$ cat src/cache_defines.svh
/*
 * Cache geometry constants for the two-way set-associative cache.
 * Address split, data widths, way and set counts and the bit
 * positions inside a way's tag entry.
 */
`ifndef CACHE_DEFINES_SVH
`define CACHE_DEFINES_SVH

// A 16-bit address is tag, set index and byte offset from the top
`define ADDR_WIDTH    16
`define TAG_WIDTH     11
`define INDEX_WIDTH   3
`define OFFSET_WIDTH  2

// Byte-wide ports and four-byte lines
`define BYTE_WIDTH    8
`define LINE_BYTES    4

`define NUM_WAYS      2
`define NUM_SETS      8

// Tag entry layout: valid, used, dirty, then the tag in the low bits
`define ENTRY_VALID_BIT  (`TAG_WIDTH + 2)
`define ENTRY_USED_BIT   (`TAG_WIDTH + 1)
`define ENTRY_DIRTY_BIT  (`TAG_WIDTH)

`endif

$ cat src/cache_geometry_pkg.sv
/*
 * Cache geometry types.
 * Vector types for the address fields, data bytes, cache lines,
 * tag entries and way numbers, sized from the shared constants.
 */
`include "cache_defines.svh"

package cache_geometry_pkg;

	// Full CPU or memory address
	typedef logic [`ADDR_WIDTH-1:0] addr_t;

	// Address fields
	typedef logic [`TAG_WIDTH-1:0] tag_t;
	typedef logic [`INDEX_WIDTH-1:0] index_t;
	typedef logic [`OFFSET_WIDTH-1:0] offset_t;

	// One data byte on either port
	typedef logic [`BYTE_WIDTH-1:0] byte_t;

	// A whole line with byte 0 in the low bits
	typedef logic [`LINE_BYTES*`BYTE_WIDTH-1:0] line_t;

	// Valid, used and dirty bits above the stored tag
	typedef logic [`TAG_WIDTH+2:0] entry_t;

	// Number of a way
	typedef logic [$clog2(`NUM_WAYS)-1:0] way_sel_t;

endpackage

$ cat src/cache_control_pkg.sv
/*
 * Cache controller types.
 * State encoding of the miss/hit FSM and the memory beat counter.
 */
`include "cache_defines.svh"

package cache_control_pkg;

	// LOOKUP decides hit or miss, the others move a line to or from memory
	typedef enum logic [2:0]
	{
		IDLE,
		LOOKUP,
		WRITE_BACK,
		FETCH,
		MEM_WAIT,
		MEM_BEATS,
		FILL
	} ctrl_state_t;

	// Counts the byte beats of one line transfer
	typedef logic [$clog2(`LINE_BYTES)-1:0] beat_t;

endpackage

$ cat src/cpu_request_latch.sv
/*
 * CPU request latch.
 * Registers an accepted read or write with its address fields and
 * write byte, and gives the ways the set index to read each cycle.
 */
`timescale 1ns/10ps
`include "cache_defines.svh"

module cpu_request_latch import cache_geometry_pkg::*;
(
	input  logic    clock,
	input  logic    reset_n,
	input  logic    rd_cpu,
	input  logic    wr_cpu,
	input  logic    accept,
	input  addr_t   addr_cpu,
	input  byte_t   data_in,
	output logic    req_read,
	output logic    req_write,
	output tag_t    req_tag,
	output index_t  req_index,
	output offset_t req_offset,
	output index_t  lookup_index,
	output byte_t   write_byte
);

	// One-cycle request pulses, a read wins if both strobes are high
	always_ff @(posedge clock or negedge reset_n)
	begin
		if (!reset_n)
		begin
			req_read <= 1'b0;
			req_write <= 1'b0;
		end
		else
		begin
			req_read <= accept && rd_cpu;
			req_write <= accept && wr_cpu && !rd_cpu;
		end
	end

	// Address fields and the write byte stay put until the next accepted request
	always_ff @(posedge clock)
	begin
		if (accept && (rd_cpu || wr_cpu))
		begin
			req_tag <= addr_cpu[`ADDR_WIDTH-1 -: `TAG_WIDTH];
			req_index <= addr_cpu[`OFFSET_WIDTH +: `INDEX_WIDTH];
			req_offset <= addr_cpu[`OFFSET_WIDTH-1:0];
			write_byte <= data_in;
		end
	end

	// The ways read the incoming set at the request edge itself
	// While a request is in flight they keep reading the latched set
	assign lookup_index = accept ? addr_cpu[`OFFSET_WIDTH +: `INDEX_WIDTH] : req_index;

endmodule

$ cat src/cache_way.sv
/*
 * One cache way.
 * Holds a tag entry and a line for every set, both read through an
 * output register, and compares the stored tag with the request tag.
 * Reset leaves every entry invalid.
 */
`timescale 1ns/10ps
`include "cache_defines.svh"

module cache_way import cache_geometry_pkg::*;
(
	input  logic   clock,
	input  logic   reset_n,
	input  index_t index,
	input  tag_t   tag,
	input  logic   tag_we,
	input  logic   line_we,
	input  entry_t entry_wdata,
	input  line_t  line_wdata,
	output entry_t entry_out,
	output line_t  line_out,
	output logic   hit
);

	// Tag entries per set
	entry_t entries [`NUM_SETS];

	// Line data per set
	line_t lines [`NUM_SETS];

	// Entry storage and its read register
	// Clearing the entries on reset invalidates the whole way
	always_ff @(posedge clock or negedge reset_n)
	begin
		if (!reset_n)
		begin
			for (int s = 0; s < `NUM_SETS; s++)
			begin
				entries[s] <= '0;
			end
			entry_out <= '0;
		end
		else
		begin
			if (tag_we)
			begin
				entries[index] <= entry_wdata;
			end
			// Read before write, so an update shows up one edge later
			entry_out <= entries[index];
		end
	end

	// Line storage, same read-before-write behaviour as the entries
	always_ff @(posedge clock)
	begin
		if (line_we)
		begin
			lines[index] <= line_wdata;
		end
		line_out <= lines[index];
	end

	// Only a valid entry can match
	assign hit = entry_out[`ENTRY_VALID_BIT] && (entry_out[`TAG_WIDTH-1:0] == tag);

endmodule

$ cat src/way_resolver.sv
/*
 * Way resolver.
 * Merges the per-way hits into one hit, picks the addressed byte of
 * the hitting line, and chooses the replacement victim by LRU with
 * a flag telling whether the victim must be written back first.
 */
`timescale 1ns/10ps
`include "cache_defines.svh"

module way_resolver import cache_geometry_pkg::*;
(
	input  entry_t               way_entries [`NUM_WAYS],
	input  line_t                way_lines [`NUM_WAYS],
	input  logic [`NUM_WAYS-1:0] way_hits,
	input  offset_t              offset,
	output logic                 hit,
	output way_sel_t             hit_way,
	output byte_t                hit_byte,
	output way_sel_t             victim_way,
	output entry_t               victim_entry,
	output line_t                victim_line,
	output logic                 victim_dirty_valid
);

	assign hit = |way_hits;

	// At most one way matches a tag, so the scan order does not matter here
	always_comb
	begin
		hit_way = '0;
		for (int w = 0; w < `NUM_WAYS; w++)
		begin
			if (way_hits[w])
			begin
				hit_way = way_sel_t'(w);
			end
		end
	end

	// Byte at the request offset within the hitting line
	assign hit_byte = way_lines[hit_way][offset*`BYTE_WIDTH +: `BYTE_WIDTH];

	// Victim choice
	// An empty way is taken first, lowest number first
	// Otherwise the way not marked as used, and way 0 as a last resort
	always_comb
	begin : pick_victim
		logic found;

		found = 1'b0;
		victim_way = '0;
		for (int w = 0; w < `NUM_WAYS; w++)
		begin
			if (!found && !way_entries[w][`ENTRY_VALID_BIT])
			begin
				victim_way = way_sel_t'(w);
				found = 1'b1;
			end
		end
		for (int w = 0; w < `NUM_WAYS; w++)
		begin
			if (!found && !way_entries[w][`ENTRY_USED_BIT])
			begin
				victim_way = way_sel_t'(w);
				found = 1'b1;
			end
		end
	end

	assign victim_entry = way_entries[victim_way];
	assign victim_line = way_lines[victim_way];

	// Only modified data of a live line has to go back to memory
	assign victim_dirty_valid = victim_entry[`ENTRY_VALID_BIT] && victim_entry[`ENTRY_DIRTY_BIT];

endmodule

$ cat src/cache_controller.sv
/*
 * Cache controller.
 * Runs the hit/miss FSM. A hit updates the LRU bits, and a write hit
 * also merges the byte and marks the line dirty. A miss stalls the
 * CPU, writes a dirty victim back, fetches the new line in four
 * memory beats and installs it in the victim way.
 */
`timescale 1ns/10ps
`include "cache_defines.svh"

module cache_controller import cache_geometry_pkg::*; import cache_control_pkg::*;
(
	input  logic                 clock,
	input  logic                 reset_n,
	input  logic                 req_read,
	input  logic                 req_write,
	input  tag_t                 req_tag,
	input  index_t               req_index,
	input  offset_t              req_offset,
	input  byte_t                write_byte,
	input  logic                 hit,
	input  logic                 victim_dirty_valid,
	input  way_sel_t             hit_way,
	input  way_sel_t             victim_way,
	input  byte_t                hit_byte,
	input  entry_t               victim_entry,
	input  line_t                victim_line,
	input  entry_t               way_entries [`NUM_WAYS],
	input  line_t                way_lines [`NUM_WAYS],
	input  logic                 ready_mem,
	input  byte_t                mem_rdata,
	output logic                 accept,
	output logic                 stall_cpu,
	output logic                 rd_mem,
	output logic                 wr_mem,
	output addr_t                addr_mem,
	output byte_t                mem_wdata,
	output byte_t                data_out,
	output logic [`NUM_WAYS-1:0] tag_we,
	output logic [`NUM_WAYS-1:0] line_we,
	output entry_t               entry_wdata [`NUM_WAYS],
	output line_t                line_wdata
);

	ctrl_state_t state;

	// Set when the request being served is a write
	logic op_write;

	// Victim way and tag, captured when the miss is seen
	way_sel_t victim_way_q;
	tag_t victim_tag_q;

	// Shift registers for the outgoing and incoming line bytes
	line_t wb_line;
	line_t fill_line;

	beat_t beat;

	// Memory has dropped ready since the transfer strobe went up
	logic seen_low;

	// Hitting line with the write byte merged in
	line_t merged_line;

	// New requests are taken only in IDLE with nothing pending
	assign accept = (state == IDLE) && !req_read && !req_write;

	// Byte 0 of the victim goes out first
	assign mem_wdata = wb_line[`BYTE_WIDTH-1:0];

	always_comb
	begin
		merged_line = way_lines[hit_way];
		merged_line[req_offset*`BYTE_WIDTH +: `BYTE_WIDTH] = write_byte;
	end

	// One data bus to the ways, the strobes pick who takes it
	assign line_wdata = (state == FILL) ? fill_line : merged_line;

	// Way updates happen in LOOKUP on a hit and in FILL
	// Every way not being touched gets its used bit cleared, so the
	// touched way becomes the only most recently used one
	always_comb
	begin
		for (int w = 0; w < `NUM_WAYS; w++)
		begin
			entry_wdata[w] = way_entries[w];
			entry_wdata[w][`ENTRY_USED_BIT] = 1'b0;
			tag_we[w] = 1'b0;
			line_we[w] = 1'b0;
			if (state == LOOKUP && hit)
			begin
				tag_we[w] = 1'b1;
				if (way_sel_t'(w) == hit_way)
				begin
					entry_wdata[w][`ENTRY_USED_BIT] = 1'b1;
					if (op_write)
					begin
						entry_wdata[w][`ENTRY_DIRTY_BIT] = 1'b1;
						line_we[w] = 1'b1;
					end
				end
			end
			else if (state == FILL)
			begin
				tag_we[w] = 1'b1;
				if (way_sel_t'(w) == victim_way_q)
				begin
					// Fresh line: valid, used, clean
					entry_wdata[w] = {1'b1, 1'b1, 1'b0, req_tag};
					line_we[w] = 1'b1;
				end
			end
		end
	end

	// FSM and the memory port strobes
	always_ff @(posedge clock or negedge reset_n)
	begin
		if (!reset_n)
		begin
			state <= IDLE;
			op_write <= 1'b0;
			stall_cpu <= 1'b0;
			rd_mem <= 1'b0;
			wr_mem <= 1'b0;
			addr_mem <= '0;
			data_out <= '0;
			seen_low <= 1'b0;
			beat <= '0;
		end
		else
		begin
			case (state)
				IDLE:
				begin
					if (req_read || req_write)
					begin
						op_write <= req_write;
						state <= LOOKUP;
					end
				end
				LOOKUP:
				begin
					if (hit)
					begin
						if (!op_write)
						begin
							data_out <= hit_byte;
						end
						state <= IDLE;
					end
					else
					begin
						// Miss: stall now, move on once memory is ready
						stall_cpu <= 1'b1;
						if (ready_mem)
						begin
							state <= victim_dirty_valid ? WRITE_BACK : FETCH;
						end
					end
				end
				WRITE_BACK:
				begin
					if (ready_mem)
					begin
						addr_mem <= {victim_tag_q, req_index, `OFFSET_WIDTH'(0)};
						wr_mem <= 1'b1;
						seen_low <= 1'b0;
						state <= MEM_WAIT;
					end
				end
				FETCH:
				begin
					if (ready_mem)
					begin
						addr_mem <= {req_tag, req_index, `OFFSET_WIDTH'(0)};
						rd_mem <= 1'b1;
						seen_low <= 1'b0;
						state <= MEM_WAIT;
					end
				end
				MEM_WAIT:
				begin
					// Ready has to fall and rise again before the beats start
					if (!ready_mem)
					begin
						seen_low <= 1'b1;
					end
					else if (seen_low)
					begin
						beat <= '0;
						state <= MEM_BEATS;
					end
				end
				MEM_BEATS:
				begin
					beat <= beat + 1'b1;
					if (beat == beat_t'(`LINE_BYTES - 1))
					begin
						rd_mem <= 1'b0;
						wr_mem <= 1'b0;
						// A finished write-back is followed by the fetch
						state <= wr_mem ? FETCH : FILL;
					end
				end
				FILL:
				begin
					stall_cpu <= 1'b0;
					state <= IDLE;
				end
				default:
				begin
					state <= IDLE;
				end
			endcase
		end
	end

	// Victim capture and the byte shift registers
	always_ff @(posedge clock)
	begin
		case (state)
			LOOKUP:
			begin
				if (!hit)
				begin
					victim_way_q <= victim_way;
					victim_tag_q <= victim_entry[`TAG_WIDTH-1:0];
					wb_line <= victim_line;
				end
			end
			MEM_BEATS:
			begin
				if (wr_mem)
				begin
					wb_line <= wb_line >> `BYTE_WIDTH;
				end
				else
				begin
					// Bytes arrive lowest offset first and end up at the bottom
					fill_line <= {mem_rdata, fill_line[`LINE_BYTES*`BYTE_WIDTH-1:`BYTE_WIDTH]};
				end
			end
			default:
			begin
			end
		endcase
	end

endmodule

$ cat src/cache_2way_top.sv
/*
 * Two-way set-associative cache, top level.
 * Connects the request latch, the generated ways, the way resolver
 * and the controller between the CPU port and the memory port.
 */
`timescale 1ns/10ps
`include "cache_defines.svh"

module cache_2way_top import cache_geometry_pkg::*;
(
	input  logic  clock,
	input  logic  reset_n,
	input  logic  rd_cpu,
	input  logic  wr_cpu,
	input  addr_t addr_cpu,
	input  byte_t data_in,
	input  logic  ready_mem,
	input  byte_t mem_rdata,
	output byte_t data_out,
	output logic  stall_cpu,
	output logic  rd_mem,
	output logic  wr_mem,
	output addr_t addr_mem,
	output byte_t mem_wdata
);

	// Latched request
	logic accept;
	logic req_read;
	logic req_write;
	tag_t req_tag;
	index_t req_index;
	index_t lookup_index;
	offset_t req_offset;
	byte_t write_byte;

	// Way read side
	entry_t way_entries [`NUM_WAYS];
	line_t way_lines [`NUM_WAYS];
	logic [`NUM_WAYS-1:0] way_hits;

	// Way write side
	logic [`NUM_WAYS-1:0] tag_we;
	logic [`NUM_WAYS-1:0] line_we;
	entry_t entry_wdata [`NUM_WAYS];
	line_t line_wdata;

	// Resolved hit and victim
	logic hit;
	way_sel_t hit_way;
	byte_t hit_byte;
	way_sel_t victim_way;
	entry_t victim_entry;
	line_t victim_line;
	logic victim_dirty_valid;

	cpu_request_latch request_latch_i
	(
		.clock        (clock),
		.reset_n      (reset_n),
		.rd_cpu       (rd_cpu),
		.wr_cpu       (wr_cpu),
		.accept       (accept),
		.addr_cpu     (addr_cpu),
		.data_in      (data_in),
		.req_read     (req_read),
		.req_write    (req_write),
		.req_tag      (req_tag),
		.req_index    (req_index),
		.req_offset   (req_offset),
		.lookup_index (lookup_index),
		.write_byte   (write_byte)
	);

	// All ways see the same set index, tag and line data
	for (genvar w = 0; w < `NUM_WAYS; w++)
	begin : g_way
		cache_way way_i
		(
			.clock       (clock),
			.reset_n     (reset_n),
			.index       (lookup_index),
			.tag         (req_tag),
			.tag_we      (tag_we[w]),
			.line_we     (line_we[w]),
			.entry_wdata (entry_wdata[w]),
			.line_wdata  (line_wdata),
			.entry_out   (way_entries[w]),
			.line_out    (way_lines[w]),
			.hit         (way_hits[w])
		);
	end

	way_resolver way_resolver_i
	(
		.way_entries        (way_entries),
		.way_lines          (way_lines),
		.way_hits           (way_hits),
		.offset             (req_offset),
		.hit                (hit),
		.hit_way            (hit_way),
		.hit_byte           (hit_byte),
		.victim_way         (victim_way),
		.victim_entry       (victim_entry),
		.victim_line        (victim_line),
		.victim_dirty_valid (victim_dirty_valid)
	);

	cache_controller cache_controller_i
	(
		.clock              (clock),
		.reset_n            (reset_n),
		.req_read           (req_read),
		.req_write          (req_write),
		.req_tag            (req_tag),
		.req_index          (req_index),
		.req_offset         (req_offset),
		.write_byte         (write_byte),
		.hit                (hit),
		.victim_dirty_valid (victim_dirty_valid),
		.hit_way            (hit_way),
		.victim_way         (victim_way),
		.hit_byte           (hit_byte),
		.victim_entry       (victim_entry),
		.victim_line        (victim_line),
		.way_entries        (way_entries),
		.way_lines          (way_lines),
		.ready_mem          (ready_mem),
		.mem_rdata          (mem_rdata),
		.accept             (accept),
		.stall_cpu          (stall_cpu),
		.rd_mem             (rd_mem),
		.wr_mem             (wr_mem),
		.addr_mem           (addr_mem),
		.mem_wdata          (mem_wdata),
		.data_out           (data_out),
		.tag_we             (tag_we),
		.line_we            (line_we),
		.entry_wdata        (entry_wdata),
		.line_wdata         (line_wdata)
	);

endmodule

$ cat config.mk
export PLATFORM = sky130hd
export DESIGN_NAME = cache_2way_top
export DESIGN_NICKNAME = d
export VERILOG_FILES = /design/src/cache_geometry_pkg.sv /design/src/cache_control_pkg.sv /design/src/cpu_request_latch.sv /design/src/cache_way.sv /design/src/way_resolver.sv /design/src/cache_controller.sv /design/src/cache_2way_top.sv
export VERILOG_INCLUDE_DIRS = /design/src
export SDC_FILE = /design/constraint.sdc
export NUM_CORES = 1
export LEC_CHECK = 0
export BUFFER_PORTS_ARGS = -buffer_cell sky130_fd_sc_hd__buf_2
export CAP_MARGIN = 20
export CORE_ASPECT_RATIO = 0.5
export CORE_MARGIN = 2
export CORE_UTILIZATION = 50
export DETAILED_ROUTE_END_ITERATION = 7
export PLACE_DENSITY = 0.65
export SYNTH_ARGS = -nofsm -noshare
export SYNTH_HDL_FRONTEND = slang
export SYNTH_SLANG_ARGS = --single-unit
$ cat constraint.sdc
create_clock -name clock -period 8.2 [get_ports clock]
set_input_delay 2.46 -clock clock [delete_from_list [all_inputs] [get_ports clock]]
set_output_delay 2.46 -clock clock [all_outputs]
set_load 0.01 [all_outputs]
==> out/metrics.csv, run 1 <==
metric;value;unit
outcome;finished clean;
hold_buf cts;0;
Initial DRT Pass Iterations;8;
Post-CTS Repair Setup Buffers;0;
Synth Warn #;0;
Post-DRT Antenna Nets;0;
number of distinct library cells after synthesis;73;
sequential cell area fraction in the yosys report;67.9;%
Setup CP Type;in2reg;
worst-case clock skew;24.7;ps
Final Critical Period;5020;ps
GR Overflow Total;0;
static leakage;16.8;nW
die height;203;um
DRT Wirelength;114000;um
Post-Syn Area;39500;um^2
synthesized area per cell;14.9;um^2
PwrDens;370;nW/um^2
data arrival time of the critical path;5370;ps
global-route wire length before repair;167000;um
number of DRC violations after detailed routing;0;
placeable core area;77700;um^2
DR vias;24800;
area share of the leading cell type in the synthesized netlist;46.6;%
number of nets in the final layout;2765;
number of antenna cells inserted;0;
area grow syn2layout;11.9;%
vias per cell;6.48;
Peak Freq;0.199;GHz
proportion of synthesized flip-flops having asynchronous set or reset;29.7;%
count leader, synth;sky130_fd_sc_hd__edfxtp_1;
buffer cell driving the clock tree root;sky130_fd_sc_hd__clkbuf_16;
HPWL after DPL;64800;um
Post-Synthesis Cells;2650;
IR drop worst, VDD;0.237;mV
overall power;0.0164;W
count of boundary I/O pins;72;
final weighted congestion of routability-driven global placement;0.883;
actual transition at the worst max-transition pin;1160;ps
peak fanout along the critical path;23;
number of placement rows;72;
number of global-route vias before repair;24285;
Num CTS Buffers;83;
area post-placement;41300;um^2
Setup TNS;0;ps
Max clock buf depth;3;
minimum setup slack among reg-to-reg paths;3500;ps
register clock-pin slew on the reported worst setup and hold paths;70;ps
most frequent cells after synthesis;sky130_fd_sc_hd__edfxtp_1, sky130_fd_sc_hd__dfrtp_1, sky130_fd_sc_hd__nand2_1;
antenna violations before repair;0;
count of flip-flops with a built-in enable after synthesis;612;
initial cell density of the core;50.8;%
largest net degree at the start of global routing;149;
starting DRC count in detailed routing;3048;
Slew HR;22.3;%
clock tree from TritonCTS;yes;
hold violation total from the final report;0;
type of the worst min-delay path;reg2reg;
overall global routing resource usage;28.1;%
RSZ-0062 raised after global routing;no;
critical path endpoint category;flop;
H-tree depth reported by CTS;3;
max-cap violations;0;
total of endpoints with negative setup slack in the final report;0;
cell types with the largest area share after synthesis;sky130_fd_sc_hd__edfxtp_1, sky130_fd_sc_hd__dfrtp_1, sky130_fd_sc_hd__mux2_2;
clock sink count;962;
CTS-repair resized insts;0;
Synth Flop Type;sky130_fd_sc_hd__edfxtp_1;
Synth area leader;sky130_fd_sc_hd__edfxtp_1;
Chip Width;401;um
count of pins over their slew limit;0;
Final Core Density;56.8;%
die area;81400;um^2
Routed WL per cell;29.8;um
layout cell share with drive strength beyond 1;25.0;%
Clk Latency, worst-skew pair;680;ps
flop and latch count out of synthesis;962;
CP Data Required Time;8550;ps
share of the clock period used by the worst path;61.2;%
total non-filler cell area in the finished layout;44200;um^2
number of port buffers;69;
kind of launch point of the worst setup path;primary input;
-- cell families after synthesis --
group / synth area share [%]
AO/OA/AOI/OAI: 10.8
adder cells (fa/ha/maj): 0.190
flip-flops: 67.9
AND/OR/NAND/NOR: 5.34
XOR/XNOR: 0.488
multiplexers: 12.7
other: 0.00950
buffers and inverters: 2.49
-- per-layer routing --
| layer | vias up | share of wire, % | global-route usage (%) |
|---|---|---|---|
| li1 | 10391 | - | - |
| met2 | 1366 | 45 | 42.7 |
| met3 | 258 | 9.9 | 5.53 |
| met5 | - | 0 | 0 |
| met4 | 0 | 3.8 | 10.6 |
| met1 | 12785 | 41 | 40.2 |
-- cell type report --
| class | count | area [um^2] |
|---|---|---|
| clock buffer | 115 | 2310 |
| clock inverter | 40 | 449 |
| fill | 6082 | 33600 |
| inverter | 11 | 41.3 |
| multi-input combinational | 1488 | 12000 |
| sequential | 962 | 26800 |
| tap | 1036 | 1300 |
| timing repair buffer | 176 | 1220 |
-- path summary, 6_finish.rpt --
kind | startpoint | to | depth (start not counted)
max in group asynchronous | reset_n | g_way[0].way_i.entries[42]$_DFFE_PN0P_ | 2
hold reg to reg | cache_controller_i.fill_line[29]$_DFFE_PP_ | cache_controller_i.fill_line[21]$_DFFE_PP_ | 0
setup reg to reg | cache_controller_i.state[0]$_DFFE_PN0P_ | g_way[1].way_i.lines[2][7]$_DFFE_PP_ | 8
hold / removal | cache_controller_i.fill_line[29]$_DFFE_PP_ | cache_controller_i.fill_line[21]$_DFFE_PP_ | 0
setup / recovery | addr_cpu[3] | g_way[1].way_i.lines[2][7]$_DFFE_PP_ | 6
min in group asynchronous | reset_n | g_way[0].way_i.entries[68]$_DFFE_PN0P_ | 1
-- critical path, stage by stage --
cell and delay (ps):
sky130_fd_sc_hd__buf_2 290, sky130_fd_sc_hd__nor2b_1 300, sky130_fd_sc_hd__mux2_2 820, sky130_fd_sc_hd__nand2_1 400, sky130_fd_sc_hd__nor2_4 650, sky130_fd_sc_hd__buf_4 410
-- flip-flops by register name, indices dropped and copies added, names as in the netlist, 8 cells and up --
register                         count
g_way.way_i.lines                  512
g_way.way_i.entries                224
g_way.way_i.line_out                64
cache_controller_i.fill_line        32
cache_controller_i.wb_line          32
g_way.way_i.entry_out               28
cache_controller_i.addr_mem         14
cache_controller_i.victim_tag_q     11
request_latch_i.req_tag             11
cache_controller_i.data_out          8
request_latch_i.write_byte           8
-- power breakdown --
part	internal (W)	total, W	switching [W]
clock	0.00225	0.00408	0.00183
combinational	0.00181	0.00510	0.00329
sequential	0.00652	0.00718	0.000656
-- metrics by stage --
step | hold WS [ps] | setup slack, ps | std cells
after global placement | 433 | 2620 | 3651
after global routing | 461 | 3090 | 3828
after detailed placement | 433 | 2540 | 3656
after CTS | 451 | 3240 | 3811
final | 450 | 3180 | 3828
after floorplan | 425 | 3040 | 2651
-- placed cells by master, fill, tap and decap left out, drive strengths merged, types with 9 or more instances in the layout --
cell,count
clkbuf,116
nand2,275
a22o,27
nor2,108
nand4,18
mux4,19
o31ai,9
a21oi,57
dfxtp,64
a221oi,110
a311oi,13
a222oi,16
edfxtp,612
o21ai,72
a21o,10
mux2i,81
mux2,307
and3,25
o221ai,23
nand3,20
a2bb2oi,32
buf,175
nand2b,11
xnor2,18
a31oi,45
dfrtp,286
nor3,9
a22oi,60
inv,14
o22ai,11
clkinv,27
a211oi,21
Note: power is estimated with default switching activity, not from simulation.
==> run 2, diff against run 1 <==
ABC_AREA = 1   (was default)
PLACE_DENSITY = 0.67   (was 0.65)
clock period = 4.45 ns   (was 8.2 ns; I/O delays follow)
==> run 2 against run 1 <==
Area after synthesis down 1.9%. Critical path depth rose by 8. Largest power group unchanged. Sequential share of layout area rose by 0.65 points. Worst setup slack worse by 2000 ps. Non-clock buffer count increased by 9. Final area is 1.1% lower. Power rose by 60%. Clock-buffer cell count grew 7. Wire length down 7.8%. Global-route usage fell by 1.5 points. Critical endpoint is now g_way[0].way_i.lines[5][20]$_DFFE_PP_. First-iteration DRC count decreased by 3.8%.
==> out/metrics.csv, run 2 <==
metric;value;unit;change
register cell area after layout;26800;um^2;unchanged
critical path buffer and inverter count;6;;+4
count of pins over their slew limit;0;;unchanged
Initial DRT Pass Iterations;5;;-3
Final Worst Setup Slack;1220;ps;-1960 ps
vias per cell;5.54;;-14%
buffer cell driving the clock tree root;sky130_fd_sc_hd__clkbuf_16;;
Synth Flop Type;sky130_fd_sc_hd__edfxtp_1;;
hold_buf cts;0;;unchanged
Post-DRT Antenna Nets;0;;unchanged
number of DRC violations after detailed routing;0;;unchanged
global-route wire length before repair;160000;um;-4.2%
Final Critical Period;3230;ps;
Setup CP Type;reg2reg;;
Synth Warn #;0;;unchanged
max-cap violations;0;;unchanged
gate family responsible for the most delay along the worst path;buffers and inverters;;
Post-Synthesis Cells;3693;;+39%
number of distinct library cells after synthesis;46;;-37%
Chip Width;398;um;-0.93%
count of boundary I/O pins;72;;unchanged
antenna violations before repair;0;;unchanged
actual transition at the worst max-transition pin;1110;ps;-48.0 ps
H-tree depth reported by CTS;3;;unchanged
count leader, synth;sky130_fd_sc_hd__nand2_1;;
clock sink count;962;;unchanged
Peak Freq;0.309;GHz;
area share of the leading cell type in the synthesized netlist;47.4;%;+0.89 points
number of port buffers;69;;unchanged
area grow syn2layout;12.8;%;
hold violation total from the final report;0;;unchanged
layout cell share with drive strength beyond 1;9.83;%;-15 points
DR vias;27066;;+9.1%
leading cell types in the layout, fill and taps excluded;sky130_fd_sc_hd__nand2_1, sky130_fd_sc_hd__edfxtp_1, sky130_fd_sc_hd__dfrtp_1, sky130_fd_sc_hd__nor2_1, sky130_fd_sc_hd__o21ai_1;;
starting DRC count in detailed routing;2932;;-3.8%
most frequent cells after synthesis;sky130_fd_sc_hd__nand2_1, sky130_fd_sc_hd__edfxtp_1, sky130_fd_sc_hd__dfrtp_1;;
peak fanout along the critical path;36;;+57%
worst-case clock skew;29.9;ps;+5.27 ps
Place WS;977;ps;-1560 ps
Clk Latency, worst-skew pair;680;ps;about the same
Critical Path Slowest Stage Cell;sky130_fd_sc_hd__edfxtp_1;;
series of cell instances along the critical path;inv_1, nand2_1, nand2_1, nor2_1, nand2_1, inv_1, nand3_2, buf_4, inv_1, o21ai_0, nand2_1, buf_4, nor2_4, buf_12;;
register clock-pin slew on the reported worst setup and hold paths;70;ps;about the same
GR Overflow Total;0;;unchanged
number of global-route vias before repair;26218;;+8.0%
Slew HR;25.4;%;+3.1 points
die area;79900;um^2;-1.8%
final weighted congestion of routability-driven global placement;0.900;;+1.9%
critical path endpoint category;flop;;
type of the worst min-delay path;reg2reg;;
cell types with the largest area share after synthesis;sky130_fd_sc_hd__edfxtp_1, sky130_fd_sc_hd__dfrtp_1, sky130_fd_sc_hd__nand2_1;;
max reg flops;512;;unchanged
Max clock buf depth;3;;unchanged
die height;201;um;-0.92%
placeable core area;77000;um^2;-0.93%
number of nets in the final layout;3823;;+38%
Biggest register;g_way.way_i.lines;;
critical path's largest stage delay;490;ps;-330 ps
static leakage;17.4;nW;+3.7%
initial cell density of the core;50.3;%;-0.48 points
Routed WL per cell;21.5;um;-28%
largest net degree at the start of global routing;93;;-38%
number of placement rows;72;;unchanged
CP Data Required Time;4830;ps;-3720 ps
HPWL after DPL;59800;um;-7.7%
dominant cell type by count on the critical path;sky130_fd_sc_hd__nand2_1;;
Post-Syn Area;38700;um^2;-1.9%
sequential cell area fraction in the yosys report;69.2;%;+1.3 points
count of flip-flops with a built-in enable after synthesis;612;;unchanged
RSZ-0062 raised after global routing;no;;
share of the clock period used by the worst path;72.6;%;
Setup TNS;0;ps;unchanged
CTS-repair resized insts;0;;unchanged
Num CTS Buffers;85;;+2.4%
Synth area leader;sky130_fd_sc_hd__edfxtp_1;;
clock tree from TritonCTS;yes;;
largest registers in the final layout;g_way.way_i.lines x512, g_way.way_i.entries x224, g_way.way_i.line_out x64;;
IR drop worst, VDD;0.523;mV;+120%
multi-input gate area in the final layout;10600;um^2;-12%
overall global routing resource usage;26.6;%;-1.5 points
proportion of synthesized flip-flops having asynchronous set or reset;29.7;%;unchanged
kind of launch point of the worst setup path;flop;;
Filler cells;6334;;+4.1%
Final Core Density;56.7;%;-0.078 points
flop and latch count out of synthesis;962;;unchanged
leading cell type in the layout, fill and taps excluded;sky130_fd_sc_hd__nand2_1;;
Post-CTS Repair Setup Buffers;0;;unchanged
synthesized area per cell;10.5;um^2;-30%
PwrDens;598;nW/um^2;+62%
outcome;finished clean;;
total of endpoints with negative setup slack in the final report;0;;unchanged
data arrival time of the critical path;3610;ps;-1760 ps
DRT Wirelength;105000;um;-7.8%
## run 2: path summary, 6_finish.rpt
path / from / to / slack [ps] / cells after the start
max reg2reg: request_latch_i.req_tag[9]$_DFFE_PP_ / g_way[0].way_i.lines[5][20]$_DFFE_PP_ / 1220 / 14
min in group asynchronous: reset_n / g_way[1].way_i.entries[75]$_DFFE_PN0P_ / 690 / 1
max: request_latch_i.req_tag[9]$_DFFE_PP_ / g_way[0].way_i.lines[5][20]$_DFFE_PP_ / 1220 / 14
min reg2reg: g_way[0].way_i.lines[4][4]$_DFFE_PP_ / g_way[0].way_i.line_out[4]$_DFF_P_ / 450 / 2
max in group asynchronous: reset_n / g_way[1].way_i.entries[68]$_DFFE_PN0P_ / 2870 / 2
min: g_way[0].way_i.lines[4][4]$_DFFE_PP_ / g_way[0].way_i.line_out[4]$_DFF_P_ / 450 / 2
## run 2: routing by layer
metal	GRT usage [%]	vias up	part of all wire (%)
met3	4.30	180	7.8
met4	9.10	0	3.1
met5	0	-	0
met2	42.6	1111	47
met1	37.2	13201	42
li1	-	12574	-
## run 2: final cells by class
cell class                 instances  share of cell area (%)
multi-input combinational       2387                    24.2
timing repair buffer             185                    3.52
clock buffer                     122                    5.49
inverter                         159                    1.38
sequential                       962                    61.4
antenna                            1                 0.00573
tap                             1036                    2.97
clock inverter                    32                    1.04
## run 2: stage by stage
| step | area, um^2 | total power, W | cells | hold WS (ps) |
|---|---|---|---|---|
| floorplan | 38700 | 0.0158 | 3694 | 426 |
| global placement | 40800 | 0.0184 | 4729 | 431 |
| detailed placement | 40800 | 0.0185 | 4729 | 437 |
| CTS | 43700 | 0.0262 | 4883 | 448 |
| global route | 43700 | 0.0273 | 4883 | 463 |
| finish | 43700 | 0.0261 | 4884 | 454 |
## run 2: kinds of logic after synthesis
group | synth area share (%)
and+or+nand+nor | 19.3
DFF | 69.2
AOI/OAI and AO/OA | 7.31
buffers and inverters | 3.90
adders and majority gates | 0.194
xor gates and xnor gates | 0.0678
other | 0.00968
muxes | 0.0258
## run 2: power breakdown
group          switching (W)  leakage, nW  internal, W  total (W)
registers           0.000534         10.1       0.0112     0.0118
logic                0.00488         5.95      0.00182    0.00670
clock network        0.00331         1.39      0.00435    0.00766
## run 2: worst reg2reg max path, delay by kind of cell (launching register included)
family	cells	cell delay [ps]
buf+inv	6	1240
compound gates	1	260
simple gates	7	970
flops	1	490
